File: config.mk
export PLATFORM = sky130hd
export DESIGN_NAME = block_counter_flat
export DESIGN_NICKNAME = d
export VERILOG_FILES = /design/src/verilog/boot_pkg.sv /design/src/verilog/boot_ifs.sv /design/src/verilog/block_counter.sv /design/src/flat_wrapper.sv
export VERILOG_INCLUDE_DIRS = /design/src /design/src/verilog
export SDC_FILE = /design/constraint.sdc
export NUM_CORES = 1
export LEC_CHECK = 0
export ABC_AREA = 1
export BUFFER_PORTS_ARGS = -buffer_cell sky130_fd_sc_hd__buf_2
export CAP_MARGIN = 20
export CORE_MARGIN = 2
export CORE_UTILIZATION = 48
export CTS_CLUSTER_DIAMETER = 60
export DETAILED_ROUTE_END_ITERATION = 6
export PLACE_DENSITY = 0.81
export SYNTH_ARGS = -nofsm -noshare
export SYNTH_HDL_FRONTEND = slang
export SYNTH_SLANG_ARGS = --single-unit
File: constraint.sdc
create_clock -name clk -period 1.9 [get_ports clk]
set_input_delay 0.19 -clock clk [delete_from_list [all_inputs] [get_ports clk]]
set_output_delay 0.19 -clock clk [all_outputs]
set_load 0.01 [all_outputs]
File: src/verilog/boot_defs.svh
`ifndef BOOT_DEFS_SVH
`define BOOT_DEFS_SVH

// bus widths
`define BOOT_ADDR_W         16  // byte address
`define BOOT_WORD_W         32  // data / instruction word
`define BOOT_EX_ADDR_W      64  // host address

// one 64-byte block is 16 words
`define BOOT_LINE_WORDS     16

// block counts per image
`define BOOT_DM_BLOCKS      17
`define BOOT_IM_BLOCKS      48

// memory depths as word index widths
`define BOOT_DM_INDEX_W     13  // 8192 words, bytes up to 0x7fff
`define BOOT_IM_INDEX_W     10  // 1024 words

// host address bit that marks the instruction image
`define BOOT_IM_SELECT_BIT  16

`endif

File: src/verilog/boot_pkg.sv
`default_nettype none

package boot_pkg;

    `include "boot_defs.svh"

    typedef logic [`BOOT_ADDR_W-1:0]                   addr_t;
    typedef logic [`BOOT_WORD_W-1:0]                   word_t;
    typedef logic [`BOOT_LINE_WORDS*`BOOT_WORD_W-1:0]  line_t;    // word 0 in the low bits
    typedef logic [`BOOT_EX_ADDR_W-1:0]                ex_addr_t;
    typedef logic [5:0]                                blk_idx_t;

    typedef enum logic [2:0] {
        CPU_IDLE,
        WAIT_INIT_DM,
        INIT_DM,
        WAIT_INIT_IM,
        INIT_IM,
        RUN
    } boot_state_t;

    typedef enum logic [1:0] {
        IDLE = 2'b00,
        READ = 2'b01
    } host_op_t;

    // data blocks 0..15 sit at 0x1000..0x4140 in pairs, block 16 at 0x0100
    function automatic addr_t dm_block_base(input blk_idx_t idx);
        addr_t base;
        base = '0;
        if (idx == blk_idx_t'(`BOOT_DM_BLOCKS - 1)) begin
            base = 16'h0100;
        end else begin
            base[15:12] = 4'(idx[3:2]) + 4'd1;  // 4 blocks per 4k page
            base[8]     = idx[1];
            base[6]     = idx[0];
        end
        return base;
    endfunction

    // instruction blocks are packed from address 0
    function automatic addr_t im_block_base(input blk_idx_t idx);
        return addr_t'(idx) << 6;
    endfunction

endpackage

`default_nettype wire

File: src/verilog/boot_ifs.sv
`timescale 1ns/10ps
`default_nettype none

//////////////////////////////////////////////////
// loader control, fsm to block counter
//////////////////////////////////////////////////
interface load_ctl_if import boot_pkg::*; ();

    logic  loading;     // any of the four load states
    logic  im_phase;    // instruction image
    logic  first_word;  // waiting for word 0
    logic  step;        // one word per INIT cycle
    logic  next_block;
    logic  last_block;
    addr_t load_addr;   // memory write address

    modport fsm (
        output loading, im_phase, first_word, step, next_block,
        input  last_block
    );

    modport cnt (
        input  loading, im_phase, first_word, step, next_block,
        output last_block, load_addr
    );

endinterface


`default_nettype wire

File: src/verilog/block_counter.sv
`timescale 1ns/10ps
`default_nettype none
`include "boot_defs.svh"

module block_counter import boot_pkg::*; (
    input  logic      clk,
    input  logic      rst_n,
    load_ctl_if.cnt   ctl,
    output ex_addr_t  ex_addr
);

    blk_idx_t idx_q;
    blk_idx_t blk;          // effective index this cycle
    addr_t    addr_q;       // address of the last word written
    addr_t    base;
    logic     im_phase_q;
    logic     im_rise;

    assign im_rise = ctl.im_phase && !im_phase_q;
    assign blk     = im_rise ? '0 : idx_q;      // restart at block 0 for the instruction image

    assign base = ctl.im_phase ? im_block_base(blk) : dm_block_base(blk);

    assign ctl.last_block = ctl.im_phase ? (blk == blk_idx_t'(`BOOT_IM_BLOCKS - 1))
                                         : (blk == blk_idx_t'(`BOOT_DM_BLOCKS - 1));

    assign ctl.load_addr = ctl.first_word ? base : addr_q + addr_t'(4);

    always_ff @(posedge clk or negedge rst_n) begin
        if (!rst_n) begin
            idx_q      <= '0;
            addr_q     <= '0;
            im_phase_q <= 1'b0;
        end else begin
            im_phase_q <= ctl.im_phase;
            if (ctl.next_block) idx_q <= blk + blk_idx_t'(1);
            else                idx_q <= blk;
            if (ctl.first_word || ctl.step) addr_q <= ctl.load_addr;
        end
    end

    // host address, bit 16 picks the instruction image
    always_comb begin
        ex_addr = '0;
        if (ctl.loading) begin
            ex_addr = ex_addr_t'(base);
            ex_addr[`BOOT_IM_SELECT_BIT] = ctl.im_phase;
        end
    end

    a_idx_in_range: assert property (
        @(posedge clk) disable iff (!rst_n)
        ctl.loading |-> (ctl.im_phase ? (blk <= blk_idx_t'(`BOOT_IM_BLOCKS - 1))
                                      : (blk <= blk_idx_t'(`BOOT_DM_BLOCKS - 1)))
    );

endmodule

`default_nettype wire

File: src/flat_wrapper.sv
// flat-port wrapper written by rule: the top's interface ports become plain ports
module block_counter_flat import boot_pkg::*;
  (clk, rst_n, ex_addr, ctl_loading, ctl_im_phase, ctl_first_word, ctl_step, ctl_next_block, ctl_last_block, ctl_load_addr);
  load_ctl_if ctl_i ();
  input  logic clk;
  input  logic rst_n;
  output ex_addr_t ex_addr;
  input wire logic [$bits(ctl_i.loading)-1:0] ctl_loading;
  input wire logic [$bits(ctl_i.im_phase)-1:0] ctl_im_phase;
  input wire logic [$bits(ctl_i.first_word)-1:0] ctl_first_word;
  input wire logic [$bits(ctl_i.step)-1:0] ctl_step;
  input wire logic [$bits(ctl_i.next_block)-1:0] ctl_next_block;
  output wire logic [$bits(ctl_i.last_block)-1:0] ctl_last_block;
  output wire logic [$bits(ctl_i.load_addr)-1:0] ctl_load_addr;
  assign ctl_i.loading = ctl_loading;
  assign ctl_i.im_phase = ctl_im_phase;
  assign ctl_i.first_word = ctl_first_word;
  assign ctl_i.step = ctl_step;
  assign ctl_i.next_block = ctl_next_block;
  assign ctl_last_block = ctl_i.last_block;
  assign ctl_load_addr = ctl_i.load_addr;
  block_counter u_core (.clk(clk), .rst_n(rst_n), .ctl(ctl_i), .ex_addr(ex_addr));
endmodule
==> results of run 1 <==
worst max-delay path, stage by stage (launching register included):
cell and delay, ps:
dfrtp_1 390, inv_2 80, nand2_4 80, nand2_4 100, ha_4 130, inv_2 30
nor2_2 110, nand4_1 120, nand2_2 100, nand2_2 50, and2_1 160, buf_2 130
flip-flops by register name, indices dropped and copies added (netlist names):
| register | flops |
|---|---|
| u_core.im_phase_q | 1 |
| u_core.idx_q | 6 |
| u_core.addr_q | 16 |
worst max-delay path by stage:
| stage | from | end | slack, ps | depth (start not counted) |
|---|---|---|---|---|
| 2_1_floorplan | u_core.im_phase_q$_DFF_PN0_ | ex_addr[8] | 400 | 10 |
| 3_3_place_gp | u_core.im_phase_q$_DFF_PN0_ | ctl_load_addr[12] | 200 | 11 |
| 3_5_place_dp | u_core.im_phase_q$_DFF_PN0_ | ctl_load_addr[12] | 160 | 11 |
| 4_1_cts | u_core.im_phase_q$_DFF_PN0_ | ctl_load_addr[12] | -10 | 11 |
| 5_1_grt | u_core.im_phase_q$_DFF_PN0_ | ctl_load_addr[12] | -160 | 11 |
| 6_report | u_core.im_phase_q$_DFF_PN0_ | ctl_load_addr[12] | -40 | 11 |
power breakdown:
part           internal [mW]  switching (mW)  total [mW]
registers              0.538          0.0649       0.603
clock network          0.150           0.172       0.323
logic                  0.178           0.288       0.466
routing by layer:
metal  wire length (µm)  up-vias  GRT usage
li1                   -      897          -
met1               1880      830      0.267
met2               2160       99      0.318
met3                333        9     0.0230
met4                 98        0     0.0825
met5                  0        -          0
synthesized netlist by cell type, drive strengths merged:
master and instances:
nor3 2, and2 3, o21ai 10, a21oi 6, nor2 35, inv 28
nand4 5, dfrtp 23, nand2 89, xor2 2, clkbuf 1, a31oi 1
nand3b 1, o22ai 1, nand3 22, a21o 1, buf 59, conb 1
ha 3
area by class of cell:
type / instances / area [µm²]
multi-input cells: 235 / 1140
clock buffers: 4 / 45.0
fillers: 384 / 1750
inverters: 28 / 105
well taps: 50 / 62.6
repair buffers: 52 / 317
flip-flops and latches: 23 / 577
timing repair:
action / in CTS / in global routing
endpoints found under the setup margin: 6 / 11
hold endpoints to repair: 23 / 0
gates resized for setup: 7 / 17
hold buffers: 1 / 0
pin swaps: 3 / 12
setup buffers: 5 / 12
per-stage QoR:
stage	TNS, ps	instance area (µm²)	std cells	hold slack (ps)
final	-39.6	2250	392	178
after global routing	-663	2250	392	183
after CTS	-10.0	2090	380	176
after detailed placement	0	1970	370	206
after global placement	0	1970	370	207
after floorplan	0	2180	346	-106
logic make-up after synthesis:
| family | synth area share |
|---|---|
| other | 0.00189 |
| and+or+nand+nor | 0.346 |
| adders and majority gates | 0.0189 |
| buffers and inverters | 0.278 |
| xor gates and xnor gates | 0.00883 |
| AOI/OAI and AO/OA | 0.0561 |
| DFF | 0.290 |
==> impl_metrics.py, run 1 <==
metrics = {
    "pwr": {
        "p_leak_nw": 1.29,
        "power_per_cell_area_mw_per_mm2": 619,
        "finalPower_mw": 1.39,
        "vdd_drop_max_uv": 362,
    },
    "detailed_routing": {
        "wl_per_cell_um": 11.4,
        "dr.pass1.iters": 4,
        "antenna_left": 0,
        "post_drt_via_cell_ratio": 4.68,
        "drt_iter0_markers": 68,
        "via_count": 1835,
        "drt_wl_total_um": 4470,
        "drc_errors": 0,
    },
    "worst_setup_path": {
        "critPathLaunchType": "register",
        "critical_path_class": "reg -> out",
        "cp.arrival_ps": 1750,
        "worstPathRequired_ps": 1710,
        "regToRegSetupSlack_ps": 330,
        "crit_path_end_kind": "output pin",
        "crit_fanout": 5,
        "worstReg2RegEnd": "u_core.addr_q[13]$_DFFE_PN0P_",
        "r2r_cells": 11,
        "r2r-start": "u_core.im_phase_q$_DFF_PN0_",
    },
    "layout": {
        "layout_commonest_cell": "nand2_1",
        "area_growth_pct": 13.2,
        "final_cell_mix": "nand2_1 (82), conb_1 (54), buf_2 (32), nor2_1 (27), inv_1 (25)",
        "layout-drive-gt1-share": 0.246,
        "fin_nets": 353,
        "utilization": 0.561,
        "antenna_cells": 0,
    },
    "floorplan": {
        "die_area_mm2": 0.00466,
        "io_pins": 88,
        "num_rows": 23,
        "fp.dieH_um": 68.3,
        "fp.dieW_um": 68.3,
        "coreArea_mm2": 0.00400,
        "start_util": 0.496,
    },
    "timing": {
        "maxSlewHeadroom": 0.586,
        "setup_violations": 2,
        "worst_slew_pin_slew_ps": 620,
        "layout_setup_ws_ps": -35.2,
        "skew_ps": 4.41,
        "fmax_mhz": 517,
        "min_period_ps": 1940,
        "period_share": 1.02,
        "rsz0062_at_grt": "yes",
        "hold_viol_final": 0,
        "drv_slew": 0,
    },
    "placed_design": {
        "numPortBuffers": 33,
        "preCtsSetupSlack_ps": 158,
        "place_hpwl_um": 3150,
        "gp_congestion": 0.951,
    },
    "hold_path": {
        "min_path_type": "in -> reg",
        "min_to": "u_core.idx_q[0]$_DFF_PN0_",
        "holdPathStages": 3,
        "hp-start": "ctl_next_block",
    },
    "clocking": {
        "cts_buffer_depth": 2,
        "ctsRootBufferMaster": "clkbuf_8",
        "cts_num_sinks": 23,
        "cts_buffers": 3,
        "clk_pin_slew_worst_paths_ps": 80,
        "htree_levels": 1,
        "cts_tree": "built",
        "insertion_delay_ps": 270,
    },
    "synth": {
        "avgSynthCellArea_um2": 6.77,
        "synth_top_area_share": 0.290,
        "ys_top_cells_by_area": "dfrtp_1 (29%), buf_4 (21%), nand2_1 (16%)",
        "synth_cells": 293,
        "yosysWarnings": 0,
        "syn_area_mm2": 0.00198,
        "yosysUniqueCellTypes": 27,
        "synth-seq-cells": 23,
        "synth_seq_area_share": 0.290,
        "yosysTopAreaCell": "dfrtp_1",
    },
    "job": {
        "drv_cap": 0,
    },
    "global_route": {
        "grt_pass1_vias": 1568,
        "grt_pass1_wl_um": 6930,
        "grt_max_degree": 24,
        "antenna_found_initial": 0,
        "grt_util_all_layers": 0.197,
        "grt.overflow.total": 0,
    },
    "outcome": {
        "outcome": "finished, violations left",
        "violations": "negative setup slack",
    },
}
(Power assumes the default switching activity.)
==> run 2, diff against run 1 <==
--- a/config.mk
+++ b/config.mk
@@ -6,14 +6,15 @@
 export SDC_FILE = /design/constraint.sdc
 export NUM_CORES = 1
 export LEC_CHECK = 0
-export ABC_AREA = 1
 export BUFFER_PORTS_ARGS = -buffer_cell sky130_fd_sc_hd__buf_2
 export CAP_MARGIN = 20
 export CORE_MARGIN = 2
-export CORE_UTILIZATION = 48
+export CORE_UTILIZATION = 49
 export CTS_CLUSTER_DIAMETER = 60
+export CTS_CLUSTER_SIZE = 28
 export DETAILED_ROUTE_END_ITERATION = 6
 export PLACE_DENSITY = 0.81
+export RECOVER_POWER = 50
 export SYNTH_ARGS = -nofsm -noshare
 export SYNTH_HDL_FRONTEND = slang
 export SYNTH_SLANG_ARGS = --single-unit
==> run 2 against run 1 <==
Clock skew shrank 2.3 ps. Combinational power up 47%. Die area increased by 7.4%. Non-clock buffer count is 22 higher. Largest cell class unchanged. Area after synthesis increased by 10%. Cell area grew 25%. Clock power about the same. First-iteration DRC count rose to 3.1 times the previous value. Critical path depth down 3. The run still ends with negative setup slack left.
==> impl_metrics.py, run 2 <==
metrics = {
    "synth": {
        "avgSynthCellArea_um2": 8.07,
        "synth-seq-cells": 23,
        "synth_common_cells": "buf_4 (55), dfrtp_1 (23), nor2_1 (17)",
        "yosysWarnings": 0,
        "ys_top_cells_by_area": "dfrtp_1 (26%), buf_4 (19%), nor2_1 (2.9%)",
        "yosysUniqueCellTypes": 47,
        "synthFlopType": "dfrtp_1",
        "synth-edff-count": 0,
        "synth_most_common_cell": "buf_4",
        "syn_area_mm2": 0.00219,
        "synth_top_area_share": 0.263,
        "synth_cells": 271,
        "yosysTopAreaCell": "dfrtp_1",
        "synth_seq_area_share": 0.263,
        "ys_async_sr_fraction": 1.00,
    },
    "worst_setup_path": {
        "path_cells": "nand2b_4 -> nand2_4 -> inv_2 -> ha_4 -> nand2b_4 -> a221o_1 -> nor3b_2 -> buf_2",
        "crit_top_cell": "nand2b_4",
        "slowest_delay_ps": 390,
        "critPathLaunchType": "register",
        "crit_fanout": 4,
        "crit_path_end_kind": "output pin",
        "worstPathRequired_ps": 1710,
        "cp_slowest_cell": "dfrtp_1",
        "cp.arrival_ps": 1970,
        "critical_path_class": "reg -> out",
    },
    "clocking": {
        "cts_num_sinks": 23,
        "cts_buffer_depth": 2,
        "htree_levels": 1,
        "clk_pin_slew_worst_paths_ps": 90,
        "ctsRootBufferMaster": "clkbuf_8",
        "insertion_delay_ps": 270,
        "cts_tree": "built",
        "cts_buffers": 3,
    },
    "pwr": {
        "p_leak_nw": 1.33,
        "pwr-share-comb": 0.406,
        "p_switching_mw": 0.665,
        "vdd_drop_max_uv": 450,
        "power_per_cell_area_mw_per_mm2": 601,
        "power.share.clock": 0.190,
        "seqPwrFrac": 0.404,
        "switching_share": 0.393,
        "p_int_mw": 1.03,
    },
    "timing": {
        "fmax_mhz": 463,
        "drv_slew": 0,
        "layout_setup_ws_ps": -259,
        "rsz0062_at_grt": "yes",
        "setup_violations": 11,
        "hold_viol_final": 0,
        "maxSlewHeadroom": 0.631,
        "skew_ps": 2.13,
        "min_period_ps": 2160,
        "period_share": 1.14,
        "worst_slew_pin_slew_ps": 553,
    },
    "placed_design": {
        "gp_congestion": 0.832,
        "preCtsSetupSlack_ps": -40.6,
        "numPortBuffers": 33,
        "place_area_mm2": 0.00230,
        "place_hpwl_um": 3450,
    },
    "layout": {
        "antenna_cells": 0,
        "fin_area_mm2": 0.00281,
        "registers.top_by_ff_count": "u_core.addr_q",
        "regArea_um2": 583,
        "layout-drive-gt1-share": 0.356,
        "final_cell_mix": "conb_1 (54), buf_2 (32), buf_4 (30), dfrtp_1 (17), nor2_1 (16)",
        "multiInputGateArea_mm2": 0.00152,
        "largest_register_ffs": 16,
        "top_regs": "u_core.addr_q x16, u_core.idx_q x6, u_core.im_phase_q x1",
        "utilization": 0.650,
        "fin_nets": 340,
        "layout_commonest_cell": "conb_1",
        "area_growth_pct": 28.7,
        "nFillCells": 344,
    },
    "global_route": {
        "grt_pass1_wl_um": 8780,
        "antenna_found_initial": 0,
        "grt.overflow.total": 0,
        "grt_max_degree": 24,
        "grt_util_all_layers": 0.215,
        "grt_pass1_vias": 1879,
    },
    "outcome": {
        "violations": "negative setup slack",
        "outcome": "finished, violations left",
    },
    "floorplan": {
        "num_rows": 24,
        "coreArea_mm2": 0.00432,
        "fp.dieH_um": 70.8,
        "start_util": 0.505,
        "io_pins": 88,
        "fp.dieW_um": 70.8,
        "die_area_mm2": 0.00501,
    },
    "hold_path": {
        "min_path_type": "in -> reg",
    },
    "detailed_routing": {
        "dr.pass1.iters": 4,
        "antenna_left": 0,
        "drc_errors": 0,
        "via_count": 2149,
        "drt_iter0_markers": 214,
        "wl_per_cell_um": 16.0,
        "drt_wl_total_um": 6090,
        "post_drt_via_cell_ratio": 5.64,
    },
    "job": {
        "drv_cap": 0,
    },
}
run 2: changes by cell type after synthesis, sizes merged, moves of 5 or more:
cell    previous run  this run
nand2b             0         5
and3               0         5
nor2b              0         7
nor4               0         8
o31ai              0         5
or4                0         5
nand2             89        14
nor2              35        17
nand3             22         7
inv               28         8
clkbuf             1        11
run 2: cells by family after synthesis:
kind of cell	after synthesis	synth area share
simple gates	105	0.280
buf+inv	82	0.246
compound gates	44	0.137
flops	23	0.263
xor+xnor	9	0.0361
mux	4	0.0183
fa+ha+maj	3	0.0172
other cells	1	0.00172
run 2: power groups by stage:
stage	Combinational, mW	Clock (mW)	Sequential [mW]
5_1_grt	0.741	0.347	0.692
6_report	0.686	0.321	0.684
2_1_floorplan	0.447	0	0.607
4_1_cts	0.611	0.321	0.662
3_5_place_dp	0.508	0	0.656
3_3_place_gp	0.500	0	0.654
run 2: repair_timing:
item | 4_1_cts | 5_1_grt
pin swaps | 16 | 16
cloned | 2 | 1
gates resized for setup | 31 | 24
setup endpoints to repair | 12 | 16
hold endpoints to repair | 23 | 0
buffers inserted | 11 | 6
hold buffers | 1 | 0
run 2: path summary, 6_finish.rpt:
| path | start | end | slack [ps] | cells past startpoint |
|---|---|---|---|---|
| setup / recovery | u_core.im_phase_q$_DFF_PN0_ | ctl_load_addr[13] | -260 | 8 |
| setup reg to reg | u_core.addr_q[3]$_DFFE_PN0P_ | u_core.addr_q[14]$_DFFE_PN0P_ | 0 | 6 |
| hold / removal | ctl_next_block | u_core.idx_q[0]$_DFF_PN0_ | 160 | 2 |
| hold reg to reg | u_core.addr_q[0]$_DFFE_PN0P_ | u_core.addr_q[0]$_DFFE_PN0P_ | 500 | 1 |
| min in group asynchronous | rst_n | u_core.idx_q[1]$_DFF_PN0_ | 440 | 2 |
| max in group asynchronous | rst_n | u_core.addr_q[12]$_DFFE_PN0P_ | 1060 | 2 |
run 2: final cells by class:
type | instances | area share
Sequential cell | 23 | 0.207
Multi-Input combinational cell | 220 | 0.542
Clock buffer | 4 | 0.0160
Inverter | 8 | 0.0107
Tap cell | 52 | 0.0231
Timing Repair Buffer | 74 | 0.201
run 2: layer usage:
layer / part of all wire / wire [µm] / global-route usage / vias to the layer above
li1: - / - / - / 964
met1: 0.40 / 2430 / 0.300 / 1042
met2: 0.49 / 3000 / 0.325 / 125
met3: 0.076 / 462 / 0.0328 / 18
met4: 0.032 / 195 / 0.105 / 0
met5: 0 / 0 / 0 / -
run 2: critical path, delay by kind of cell (launching register included):
| family | cells | cell delay [ps] |
|---|---|---|
| compound gates | 1 | 350 |
| fa+ha+maj | 1 | 260 |
| buf+inv | 2 | 200 |
| flops | 1 | 390 |
| simple gates | 4 | 490 |
run 2: per-stage QoR:
step                      instances  setup TNS [ps]  total power, mW  hold slack (ps)
final                           381           -1330             1.69              160
after global routing            381           -2140             1.78              174
after CTS                       376           -1090             1.59              154
after detailed placement        358           -40.6             1.16              206
after global placement          358           -18.6             1.15              204
after floorplan                 324               0             1.05             -106
