===== config.mk =====
export PLATFORM = sky130hd
export DESIGN_NAME = boot_fsm_flat
export DESIGN_NICKNAME = d
export VERILOG_FILES = /design/src/verilog/boot_pkg.sv /design/src/verilog/boot_ifs.sv /design/src/verilog/boot_fsm.sv /design/src/flat_wrapper.sv
export VERILOG_INCLUDE_DIRS = /design/src /design/src/verilog
export SDC_FILE = /design/constraint.sdc
export NUM_CORES = 1
export LEC_CHECK = 0
export ABC_AREA = 1
export BUFFER_PORTS_ARGS = -buffer_cell sky130_fd_sc_hd__buf_4
export CORE_AREA = 2 2 39 41
export CTS_BUF_LIST = sky130_fd_sc_hd__clkbuf_16
export CTS_CLUSTER_SIZE = 40
export DETAILED_ROUTE_END_ITERATION = 8
export DIE_AREA = 0 0 41 43
export SYNTH_ARGS = -nofsm -noshare
export SYNTH_HDL_FRONTEND = slang
export SYNTH_SLANG_ARGS = --single-unit

===== constraint.sdc =====
create_clock -name clk -period 3.1 [get_ports clk]
set_input_delay 0.31 -clock clk [delete_from_list [all_inputs] [get_ports clk]]
set_output_delay 0.31 -clock clk [all_outputs]
set_load 0.01 [all_outputs]

===== src/verilog/boot_defs.svh =====
`ifndef BOOT_DEFS_SVH
`define BOOT_DEFS_SVH

// bus widths
`define BOOT_ADDR_W         16  // byte address
`define BOOT_WORD_W         32  // data / instruction word
`define BOOT_EX_ADDR_W      64  // host address

// one 64-byte block is 16 words
`define BOOT_LINE_WORDS     16

// block counts per image
`define BOOT_DM_BLOCKS      17
`define BOOT_IM_BLOCKS      48

// memory depths as word index widths
`define BOOT_DM_INDEX_W     13  // 8192 words, bytes up to 0x7fff
`define BOOT_IM_INDEX_W     10  // 1024 words

// host address bit that marks the instruction image
`define BOOT_IM_SELECT_BIT  16

`endif


===== src/verilog/boot_pkg.sv =====
`default_nettype none

package boot_pkg;

    `include "boot_defs.svh"

    typedef logic [`BOOT_ADDR_W-1:0]                   addr_t;
    typedef logic [`BOOT_WORD_W-1:0]                   word_t;
    typedef logic [`BOOT_LINE_WORDS*`BOOT_WORD_W-1:0]  line_t;    // word 0 in the low bits
    typedef logic [`BOOT_EX_ADDR_W-1:0]                ex_addr_t;
    typedef logic [5:0]                                blk_idx_t;

    typedef enum logic [2:0] {
        CPU_IDLE,
        WAIT_INIT_DM,
        INIT_DM,
        WAIT_INIT_IM,
        INIT_IM,
        RUN
    } boot_state_t;

    typedef enum logic [1:0] {
        IDLE = 2'b00,
        READ = 2'b01
    } host_op_t;

    // data blocks 0..15 sit at 0x1000..0x4140 in pairs, block 16 at 0x0100
    function automatic addr_t dm_block_base(input blk_idx_t idx);
        addr_t base;
        base = '0;
        if (idx == blk_idx_t'(`BOOT_DM_BLOCKS - 1)) begin
            base = 16'h0100;
        end else begin
            base[15:12] = 4'(idx[3:2]) + 4'd1;  // 4 blocks per 4k page
            base[8]     = idx[1];
            base[6]     = idx[0];
        end
        return base;
    endfunction

    // instruction blocks are packed from address 0
    function automatic addr_t im_block_base(input blk_idx_t idx);
        return addr_t'(idx) << 6;
    endfunction

endpackage

`default_nettype wire


===== src/verilog/boot_ifs.sv =====
`timescale 1ns/10ps
`default_nettype none

//////////////////////////////////////////////////
// loader control, fsm to block counter
//////////////////////////////////////////////////
interface load_ctl_if import boot_pkg::*; ();

    logic  loading;     // any of the four load states
    logic  im_phase;    // instruction image
    logic  first_word;  // waiting for word 0
    logic  step;        // one word per INIT cycle
    logic  next_block;
    logic  last_block;
    addr_t load_addr;   // memory write address

    modport fsm (
        output loading, im_phase, first_word, step, next_block,
        input  last_block
    );

    modport cnt (
        input  loading, im_phase, first_word, step, next_block,
        output last_block, load_addr
    );

endinterface


`default_nettype wire


===== src/verilog/boot_fsm.sv =====
`timescale 1ns/10ps
`default_nettype none

module boot_fsm import boot_pkg::*; (
    input  logic      clk,
    input  logic      rst_n,
    input  logic      ready,
    input  logic      rd_valid,
    input  logic      tx_done,
    load_ctl_if.fsm   ctl,
    output host_op_t  op,
    output logic      running,
    output logic      dm_load_en,
    output logic      im_load_en
);

    boot_state_t state, next_state;

    always_ff @(posedge clk or negedge rst_n) begin
        if (!rst_n) begin
            state <= CPU_IDLE;
        end else begin
            state <= next_state;
        end
    end

    //////////////////////////////////////////////////
    // transitions
    //////////////////////////////////////////////////
    always_comb begin
        next_state = state;
        case (state)
            CPU_IDLE: begin
                if (ready) next_state = WAIT_INIT_DM;
            end
            WAIT_INIT_DM: begin
                if (rd_valid) next_state = INIT_DM;   // word 0 arrives
            end
            INIT_DM: begin
                if (tx_done) begin
                    // last data block hands over to the instruction image
                    next_state = ctl.last_block ? WAIT_INIT_IM : WAIT_INIT_DM;
                end
            end
            WAIT_INIT_IM: begin
                if (rd_valid) next_state = INIT_IM;
            end
            INIT_IM: begin
                if (tx_done) begin
                    next_state = ctl.last_block ? RUN : WAIT_INIT_IM;
                end
            end
            RUN: begin
                next_state = RUN;       // until reset
            end
            default: begin
                next_state = CPU_IDLE;
            end
        endcase
    end

    //////////////////////////////////////////////////
    // decoded controls
    //////////////////////////////////////////////////
    logic wait_st, init_st;

    assign wait_st = (state == WAIT_INIT_DM) || (state == WAIT_INIT_IM);
    assign init_st = (state == INIT_DM) || (state == INIT_IM);

    assign ctl.loading    = wait_st || init_st;
    assign ctl.im_phase   = (state == WAIT_INIT_IM) || (state == INIT_IM);
    assign ctl.first_word = wait_st;
    assign ctl.step       = init_st;
    assign ctl.next_block = init_st && tx_done && !ctl.last_block;

    assign op      = ctl.loading ? READ : IDLE;
    assign running = (state == RUN);

    // word 0 on rd_valid, then one word per INIT cycle
    assign dm_load_en = ((state == WAIT_INIT_DM) && rd_valid) || (state == INIT_DM);
    assign im_load_en = ((state == WAIT_INIT_IM) && rd_valid) || (state == INIT_IM);

    // word 0 only answers a READ request still waiting for data
    a_valid_in_read: assert property (
        @(posedge clk) disable iff (!rst_n)
        rd_valid |-> ((op == READ) && wait_st)
    );

    // tx_done closes a block already in transfer
    a_done_in_init: assert property (
        @(posedge clk) disable iff (!rst_n)
        tx_done |-> init_st
    );

endmodule

`default_nettype wire


===== src/flat_wrapper.sv =====
// flat-port wrapper written by rule: the top's interface ports become plain ports
module boot_fsm_flat import boot_pkg::*;
  (clk, rst_n, ready, rd_valid, tx_done, op, running, dm_load_en, im_load_en, ctl_loading, ctl_im_phase, ctl_first_word, ctl_step, ctl_next_block, ctl_last_block);
  load_ctl_if ctl_i ();
  input  logic clk;
  input  logic rst_n;
  input  logic ready;
  input  logic rd_valid;
  input  logic tx_done;
  output host_op_t op;
  output logic running;
  output logic dm_load_en;
  output logic im_load_en;
  output wire logic [$bits(ctl_i.loading)-1:0] ctl_loading;
  output wire logic [$bits(ctl_i.im_phase)-1:0] ctl_im_phase;
  output wire logic [$bits(ctl_i.first_word)-1:0] ctl_first_word;
  output wire logic [$bits(ctl_i.step)-1:0] ctl_step;
  output wire logic [$bits(ctl_i.next_block)-1:0] ctl_next_block;
  input wire logic [$bits(ctl_i.last_block)-1:0] ctl_last_block;
  assign ctl_loading = ctl_i.loading;
  assign ctl_im_phase = ctl_i.im_phase;
  assign ctl_first_word = ctl_i.first_word;
  assign ctl_step = ctl_i.step;
  assign ctl_next_block = ctl_i.next_block;
  assign ctl_i.last_block = ctl_last_block;
  boot_fsm u_core (.clk(clk), .rst_n(rst_n), .ready(ready), .rd_valid(rd_valid), .tx_done(tx_done), .ctl(ctl_i), .op(op), .running(running), .dm_load_en(dm_load_en), .im_load_en(im_load_en));
endmodule

==> impl_metrics.toml, run 1 <==
[floorplanning]
die_area_sq_um = 1760
core_area_sq_um = 1380
placementRows = 14
die_x_microns = 41
start_util = 0.218
pin_count = 16
die_h_microns = 43

[global_route]
antenna_found_initial = 0
grt_overflow = 0
grt_pass1_wl_microns = 1210
grt_pass1_vias = 306
grt_max_degree = 12
grt_use_total = 0.104

[setup_path]
startpoint_type = "flip-flop"
reg2reg_depth = 6
worst-path-max-fanout = 11
critPathCapture = "op[0]"
cp.arrival_ps = 1450
crit_top_cell = "inv_1"
slowest_delay_ps = 540
path_cells = "inv_1 > nand3_1 > nand2_2 > inv_1 > o21ai_0 > buf_4"
critical_path_class = "flip-flop to output port"
worstSetupStartpoint = "u_core.state[2]$_DFFE_PN0P_"
rr_startpoint = "u_core.state[2]$_DFFE_PN0P_"
worstPathRequired_ps = 2790
r2r_end = "u_core.state[2]$_DFFE_PN0P_"
worst_setup_path_end_kind = "output port"
reg2reg_slack_ps = 1830
cp_slowest_cell = "dfrtp_1"

[timing]
timing.fmax_mhz = 569
fin_crit_sh = 0.567
slew_viol_final = 0
tns_ps = 0
fin_crit_ps = 1760
hold_violations = 0
finalSetupViolCount = 0
rsz0062_at_grt = "no"
fin_skew_ps = 4.67
fin_hold_ws_ps = 417

[power_and_ir_drop]
p_seq_frac = 0.155
peakVddDrop_uv = 397
power.density_nw_per_um2 = 1320
p_sw_frac = 0.416
pwr-share-clk = 0.317
power.total_mw = 0.649
p_leak_nw = 0.289
combPwrFrac = 0.528
internal-power_mw = 0.379
p_switching_mw = 0.270

[synthesis]
synth-async-reset-ratio = 1.00
ys_types = 13
netlist_top_cells_area = "dfrtp_1, nand3_1, nand2_1"
synth_edf_count = 0
yosysTopAreaCell = "dfrtp_1"
ys_top_cells_by_count = "nand2_1, nand3_1, inv_1"
synth_seq_cells = 3
ys_seq_area_frac = 0.249
syn-cell-area_sq_um = 302
syn_inst = 52
synth_flop_cell = "dfrtp_1"
syn_nets = 58
syn_area_per_cell_sq_um = 5.80
yosysWarnings = 0
synth_top_area_share = 0.249
synth_most_common_cell = "nand2_1"

[finish]
fin_area_sq_um = 493
largestRegisters = "u_core.state: 3 flops"
largest_reg_flops = 3
antennaDiodeCount = 0
fin_cells = 84
area_growth_pct = 63.5
nets = 75
drive_gt1_frac = 0.294
largest-register = "u_core.state"

[drt]
drt_iter0_markers = 3
vias = 360
routed_wl_microns = 776
post-route-drc-count = 0
avgViaCountPerCell = 4.29
drtAntennaViolNets = 0
wire_per_inst_microns = 9.24
drt_pass1_iterations = 4

[clock_tree]
post-cts-setup-buffers = 0
insertion_delay_ps = 230
cts_made_buffers = 3
clockBufferDepth = 2
root_buffer = "clkbuf_16"
cts_sinks = 3
cts_hold_repair.buffers = 1
clk_transition_reported_paths_ps = 30
htree_num_levels = 1
cts_tree = "yes"
post_cts_resize_count = 0

[placement]
place_congestion = 0.830
place_area_sq_um = 404
io_buffers = 14
dp.cells = 79
dp_hpwl_microns = 558

[status]
status = "complete, no violations"

[worst_hold_path]
hold_class = "input pin to asynchronous set/reset pin"

[job]
maxCapViolations = 0
[area by class of cell]
cell class              count  area, sq um
flip-flops and latches      3         75.1
inverters                   8         30.0
multi-input cells          38          174
clock buffers               3         75.1
fillers                   155          891
clock inverters             1         3.75
repair buffers             15          115
well taps                  16         20.0
[kinds of logic (layout without fill, tap and decap cells)]
group / count (synthesis) / count (layout) / share of synthesized area
AND/OR/NAND/NOR: 33 / 33 / 0.498
buffers and inverters: 11 / 27 / 0.174
AO/OA/AOI/OAI: 4 / 4 / 0.0664
flip-flops: 3 / 3 / 0.249
other: 1 / 1 / 0.0124
[worst max-delay path, delay by kind of cell (launching register included)]
kind	cells	cell delay (ps)
flops	1	540
simple gates	2	200
buf+inv	3	380
compound gates	1	100
[cell usage in the layout, fill, tap and decap left out]
| cell | synthesis | layout |
|---|---|---|
| buf_4 | 3 | 14 |
| nand2_1 | 13 | 13 |
| nand3_1 | 11 | 11 |
| inv_1 | 8 | 9 |
| nor2_1 | 4 | 4 |
| o21ai_0 | 3 | 3 |
| clkbuf_16 | 0 | 3 |
| dfrtp_1 | 3 | 3 |
| nand2_2 | 2 | 2 |
| nor2_2 | 1 | 1 |
| nor3_1 | 1 | 1 |
| nand3b_1 | 1 | 1 |
| a21oi_1 | 1 | 1 |
| conb_1 | 1 | 1 |
| dlygate4sd3_1 | 0 | 1 |
[power by group through the flow]
stage	clock network, mW	registers, mW	logic (mW)
CTS	0.209	0.101	0.345
global placement	0	0.101	0.343
floorplan	0	0.0797	0.242
global route	0.212	0.106	0.386
finish	0.206	0.101	0.342
detailed placement	0	0.0995	0.341
[metrics by stage]
step,utilization,setup slack (ps)
floorplan,-,1590
global placement,0.292,1600
detailed placement,0.292,1610
CTS,0.356,1350
global route,0.356,1180
finish,0.356,1340
[worst min-delay path by stage]
stage	slack, ps	endpoint	startpoint
after global placement	100	u_core.state[1]$_DFFE_PN0P_	rst_n
after CTS	410	u_core.state[2]$_DFFE_PN0P_	rst_n
after floorplan	10	u_core.state[0]$_DFFE_PN0P_	rst_n
after global routing	440	u_core.state[2]$_DFFE_PN0P_	rst_n
final	420	u_core.state[2]$_DFFE_PN0P_	rst_n
after detailed placement	100	u_core.state[1]$_DFFE_PN0P_	rst_n
[per-layer routing]
layer  vias to the layer above  wire, microns  global-route usage
met3                         0             47              0.0314
met2                         8            407               0.159
met4                         0              0              0.0600
met5                         -              0                   0
met1                       160            321               0.120
li1                        192              -                   -
(Power assumes the default switching activity.)
==> run 2, diff against run 1 <==
ABC_AREA = 0   (was 1)
clock period = 1.8 ns   (was 3.1 ns; I/O delays follow)
==> run 2 against run 1 <==
  * Hold slack worse by 140 ps
  * Final cell count down 20%
  * Critical path depth decreased by 3
  * Via count down 17%
  * Highest routed layer is now met4
  * Die area did not move
  * Area after synthesis rose by 1.7%
  * Setup slack lost 1100 ps
  * Core utilization down 0.81 points
  * Critical path type unchanged
  * Clock skew down 1.3 ps
  * Clock-buffer cell count unchanged
  * First-iteration DRC count unchanged
  * Sequential share of layout area increased by 0.36 points
==> impl_metrics.toml, run 2 <==
[status]
status = "complete, no violations"

[drt]
post-route-drc-count = 0
wire_per_inst_microns = 9.66
routed_wl_microns = 647
vias = 298
drt_iter0_markers = 3
drt_pass1_iterations = 3
drtAntennaViolNets = 0
avgViaCountPerCell = 4.45

[finish]
largestRegisters = "u_core.state: 3 flops"
final_common_cell = "buf_4"
nFillCells = 146
antennaDiodeCount = 0
largest_reg_flops = 3
nets = 58
final_cell_mix = "buf_4, nand2b_1"
drive_gt1_frac = 0.353
regArea_sq_um = 75.1
largest-register = "u_core.state"
multi_input_comb_area_sq_um = 193
area_growth_pct = 57.1

[clock_tree]
root_buffer = "clkbuf_16"
cts_hold_repair.buffers = 1
insertion_delay_ps = 230
cts_made_buffers = 3
htree_num_levels = 1
post-cts-setup-buffers = 0
cts_sinks = 3
clk_transition_reported_paths_ps = 30
clockBufferDepth = 2
post_cts_resize_count = 0
cts_tree = "yes"

[timing]
fin_crit_sh = 0.879
finalSetupViolCount = 0
timing.fmax_mhz = 632
fin_crit_ps = 1580
hold_violations = 0
slew_viol_final = 0
tns_ps = 0
fin_hold_ws_ps = 278
fin_skew_ps = 3.38
rsz0062_at_grt = "no"

[placement]
io_buffers = 14
place_congestion = 0.741
dp_hpwl_microns = 442

[synthesis]
syn_inst = 37
syn_nets = 43
synth_top_family_by_area = "simple AND/OR/NAND/NOR gates"
synthAdderAreaFrac = 0
synth_seq_cells = 3
yosysTopAreaCell = "dfrtp_1"
ys_seq_area_frac = 0.245
syn-cell-area_sq_um = 307
synth_compound_area_frac = 0.245
synth-async-reset-ratio = 1.00
synth_most_common_cell = "nand2b_1"
synth-xor-area-share = 0.0857
netlist_top_cells_area = "dfrtp_1, nand2b_1, buf_4"
synth_edf_count = 0
synth_top_area_share = 0.245
ys_types = 23
synth_simple_gate_area_frac = 0.286
yosysWarnings = 0
synth_mux_area_frac = 0
synth_flop_cell = "dfrtp_1"
ys_top_cells_by_count = "nand2b_1, buf_4, dfrtp_1, nor2_1, nor2b_1"
syn_area_per_cell_sq_um = 8.28

[floorplanning]
core_area_sq_um = 1380
placementRows = 14
die_area_sq_um = 1760
start_util = 0.222
die_x_microns = 41
pin_count = 16
die_h_microns = 43

[setup_path]
critical_path_class = "flip-flop to output port"
worst_setup_path_end_kind = "output port"
worst-path-max-fanout = 11
cp.arrival_ps = 1400
worstPathRequired_ps = 1620
startpoint_type = "flip-flop"

[power_and_ir_drop]
peakVddDrop_uv = 618
power.density_nw_per_um2 = 2160
p_leak_nw = 0.234

[worst_hold_path]
hold_class = "input pin to asynchronous set/reset pin"

[global_route]
grt_pass1_wl_microns = 1070
grt_pass1_vias = 267
grt_max_degree = 17
antenna_found_initial = 0
grt_use_total = 0.0926
grt_overflow = 0

[job]
maxCapViolations = 0
-- run 2: changes by cell type after synthesis, moves of 2 or more --
cell,previous run,this run
inv_1,8,0
xnor2_1,0,2
o21ai_0,3,0
nand2_2,2,0
nor2b_1,0,3
a21o_1,0,2
nand3_1,11,0
nand2b_1,0,4
nand2_1,13,0
-- run 2: critical path, cell delays in order, from the launching register on --
cell and delay, ps:
dfrtp_1 530, and2b_1 260, a31o_2 250, buf_4 140
-- run 2: area by class of cell --
cell class / instances / area share
Tap cell: 16 / 0.0416
Multi-Input combinational cell: 29 / 0.400
Timing Repair Buffer: 15 / 0.239
Clock buffer: 3 / 0.156
Sequential cell: 3 / 0.156
Clock inverter: 1 / 0.00779
-- run 2: logic make-up (layout without fill, tap and decap cells) --
logic type             Yosys count  count (layout)
AO/OA/AOI/OAI                   10              10
XOR/XNOR                         3               3
buffers and inverters            5              19
flip-flops                       3               3
other                            1               1
AND/OR/NAND/NOR                 15              15
-- run 2: worst paths after layout --
check | startpoint | endpoint | slack (ps) | cells after the start
setup reg to reg | u_core.state[1]$_DFFE_PN0P_ | u_core.state[0]$_DFFE_PN0P_ | 510 | 3
min in group clk | tx_done | u_core.state[0]$_DFFE_PN0P_ | 320 | 3
hold reg to reg | u_core.state[2]$_DFFE_PN0P_ | u_core.state[1]$_DFFE_PN0P_ | 700 | 1
hold / removal | rst_n | u_core.state[1]$_DFFE_PN0P_ | 280 | 2
setup / recovery | u_core.state[2]$_DFFE_PN0P_ | im_load_en | 220 | 3
max in group asynchronous | rst_n | u_core.state[0]$_DFFE_PN0P_ | 1430 | 2
-- run 2: through the flow --
stage	power, mW	setup WS [ps]	area, sq um	std cells	util
floorplan	0.547	604	307	37	-
global placement	0.692	448	393	62	0.284
detailed placement	0.695	448	393	62	0.284
CTS	1.05	209	482	67	0.348
global route	1.12	132	482	67	0.348
finish	1.04	218	482	67	0.348
-- run 2: layer usage --
layer / vias to the layer above / GRT usage / wire (microns)
li1: 155 / - / -
met1: 127 / 0.120 / 290
met2: 14 / 0.116 / 272
met3: 2 / 0.0314 / 61
met4: 0 / 0.0800 / 22
met5: - / 0 / 0
-- run 2: report_power, final --
part	internal, mW	total [mW]	leakage [nW]	switching (mW)
Combinational	0.288	0.487	0.155	0.200
Sequential	0.0988	0.204	0.0366	0.105
Clock	0.287	0.350	0.0423	0.0629
Total	0.673	1.04	0.234	0.367
==> run 3, diff against run 2 <==
ABC_AREA = 1   (was 0)
==> run 3 against run 2 <==
  * Flip-flop and latch count stayed put
  * Clock power rose by 1%
  * Clock skew is 1.5 ps higher
  * Fmax down 4.0%
  * Via count rose by 23%
  * Setup slack lost 67 ps
  * Clock-buffer cell count stayed put
==> impl_metrics.toml, run 3 (synthesis results as in run 1) <==
[floorplanning]
placementRows = 14
core_area_sq_um = 1380
die_x_microns = 41
start_util = 0.218
die_area_sq_um = 1760
die_h_microns = 43
pin_count = 16

[power_and_ir_drop]
power.density_nw_per_um2 = 2280
peakVddDrop_uv = 722
p_leak_nw = 0.289
power.total_mw = 1.13

[finish]
nets = 75
area_growth_pct = 63.5
final_common_cell = "buf_4"
largest_reg_flops = 3
final_cell_mix = "buf_4, nand2_1, nand3_1, inv_1, nor2_1"
drive_gt1_frac = 0.294
largestRegisters = "u_core.state: 3 flops"
postLayoutCoreUtil = 0.356
nFillCells = 154
largest-register = "u_core.state"
antennaDiodeCount = 0

[timing]
fin_crit_sh = 0.916
rsz0062_at_grt = "no"
fin_crit_ps = 1650
fin_hold_ws_ps = 286
finalSetupViolCount = 0
tns_ps = 0
timing.fmax_mhz = 607
hold_violations = 0
slew_viol_final = 0
fin_skew_ps = 4.85

[clock_tree]
cts_hold_repair.buffers = 1
clk_transition_reported_paths_ps = 30
cts_sinks = 3
cts_tree = "yes"
htree_num_levels = 1
post_cts_resize_count = 0
clockBufferDepth = 2
post-cts-setup-buffers = 0
root_buffer = "clkbuf_16"
cts_made_buffers = 3
insertion_delay_ps = 230

[drt]
drt_pass1_iterations = 5
avgViaCountPerCell = 4.37
drtAntennaViolNets = 0
drt_iter0_markers = 9
vias = 367
wire_per_inst_microns = 10.1
post-route-drc-count = 0
routed_wl_microns = 845

[setup_path]
slowest_delay_ps = 550
crit_top_cell = "inv_1"
reg2reg_depth = 6
critPathCapture = "op[0]"
worstPathRequired_ps = 1620
cp.arrival_ps = 1470
worstSetupStartpoint = "u_core.state[2]$_DFFE_PN0P_"
worst_setup_path_end_kind = "output port"
path_buf_inv = 3
cp_slowest_cell = "dfrtp_1"
rr_startpoint = "u_core.state[2]$_DFFE_PN0P_"
startpoint_type = "flip-flop"
critical-path-top-delay-family = "flip-flops"
reg2reg_slack_ps = 490
r2r_end = "u_core.state[0]$_DFFE_PN0P_"
worst-path-max-fanout = 11
path_cells = "inv_1 > nand3_1 > nand2_2 > inv_1 > o21ai_0 > buf_4"
crit_cells = 6
critical_path_class = "flip-flop to output port"

[global_route]
grt_use_total = 0.117
antenna_found_initial = 0
grt_overflow = 0
grt_pass1_wl_microns = 1390
grt_pass1_vias = 325
grt_max_degree = 12

[placement]
dp_hpwl_microns = 598
io_buffers = 14
place_congestion = 0.823

[job]
maxCapViolations = 0

[worst_hold_path]
hold_class = "input pin to asynchronous set/reset pin"

[status]
status = "complete, no violations"
[run 3: how the worst min path moves through the flow]
stage	from	endpoint
floorplan	rst_n	u_core.state[0]$_DFFE_PN0P_
global placement	rst_n	u_core.state[1]$_DFFE_PN0P_
detailed placement	rst_n	u_core.state[1]$_DFFE_PN0P_
CTS	rst_n	u_core.state[2]$_DFFE_PN0P_
global route	rst_n	u_core.state[2]$_DFFE_PN0P_
finish	rst_n	u_core.state[2]$_DFFE_PN0P_
[run 3: where the power goes]
part	total (mW)	leakage [nW]	internal [mW]	switching (mW)
Clock	0.355	0.0423	0.287	0.0675
Combinational	0.596	0.209	0.262	0.334
Sequential	0.175	0.0378	0.103	0.0718
[run 3: per-layer routing]
metal | vias up | part of all wire | global-route usage
met1 | 159 | 0.43 | 0.149
met4 | 0 | 0 | 0.0600
met5 | - | 0 | 0
met2 | 12 | 0.51 | 0.172
li1 | 196 | - | -
met3 | 0 | 0.067 | 0.0314
[run 3: final cells by class]
type / instances / area (sq um) / share of cell area
sequential: 3 / 75.1 / 0.152
timing repair buffer: 15 / 115 / 0.234
inverter: 8 / 30.0 / 0.0609
clock inverter: 1 / 3.75 / 0.00761
tap: 16 / 20.0 / 0.0406
clock buffer: 3 / 75.1 / 0.152
multi-input combinational: 38 / 174 / 0.353
[run 3: through the flow]
stage	std cells	cell area (sq um)	worst slack, ps
2_1_floorplan	52	302	424
3_3_place_gp	79	404	437
3_5_place_dp	79	404	411
4_1_cts	84	493	155
5_1_grt	84	493	17.7
6_report	84	493	152
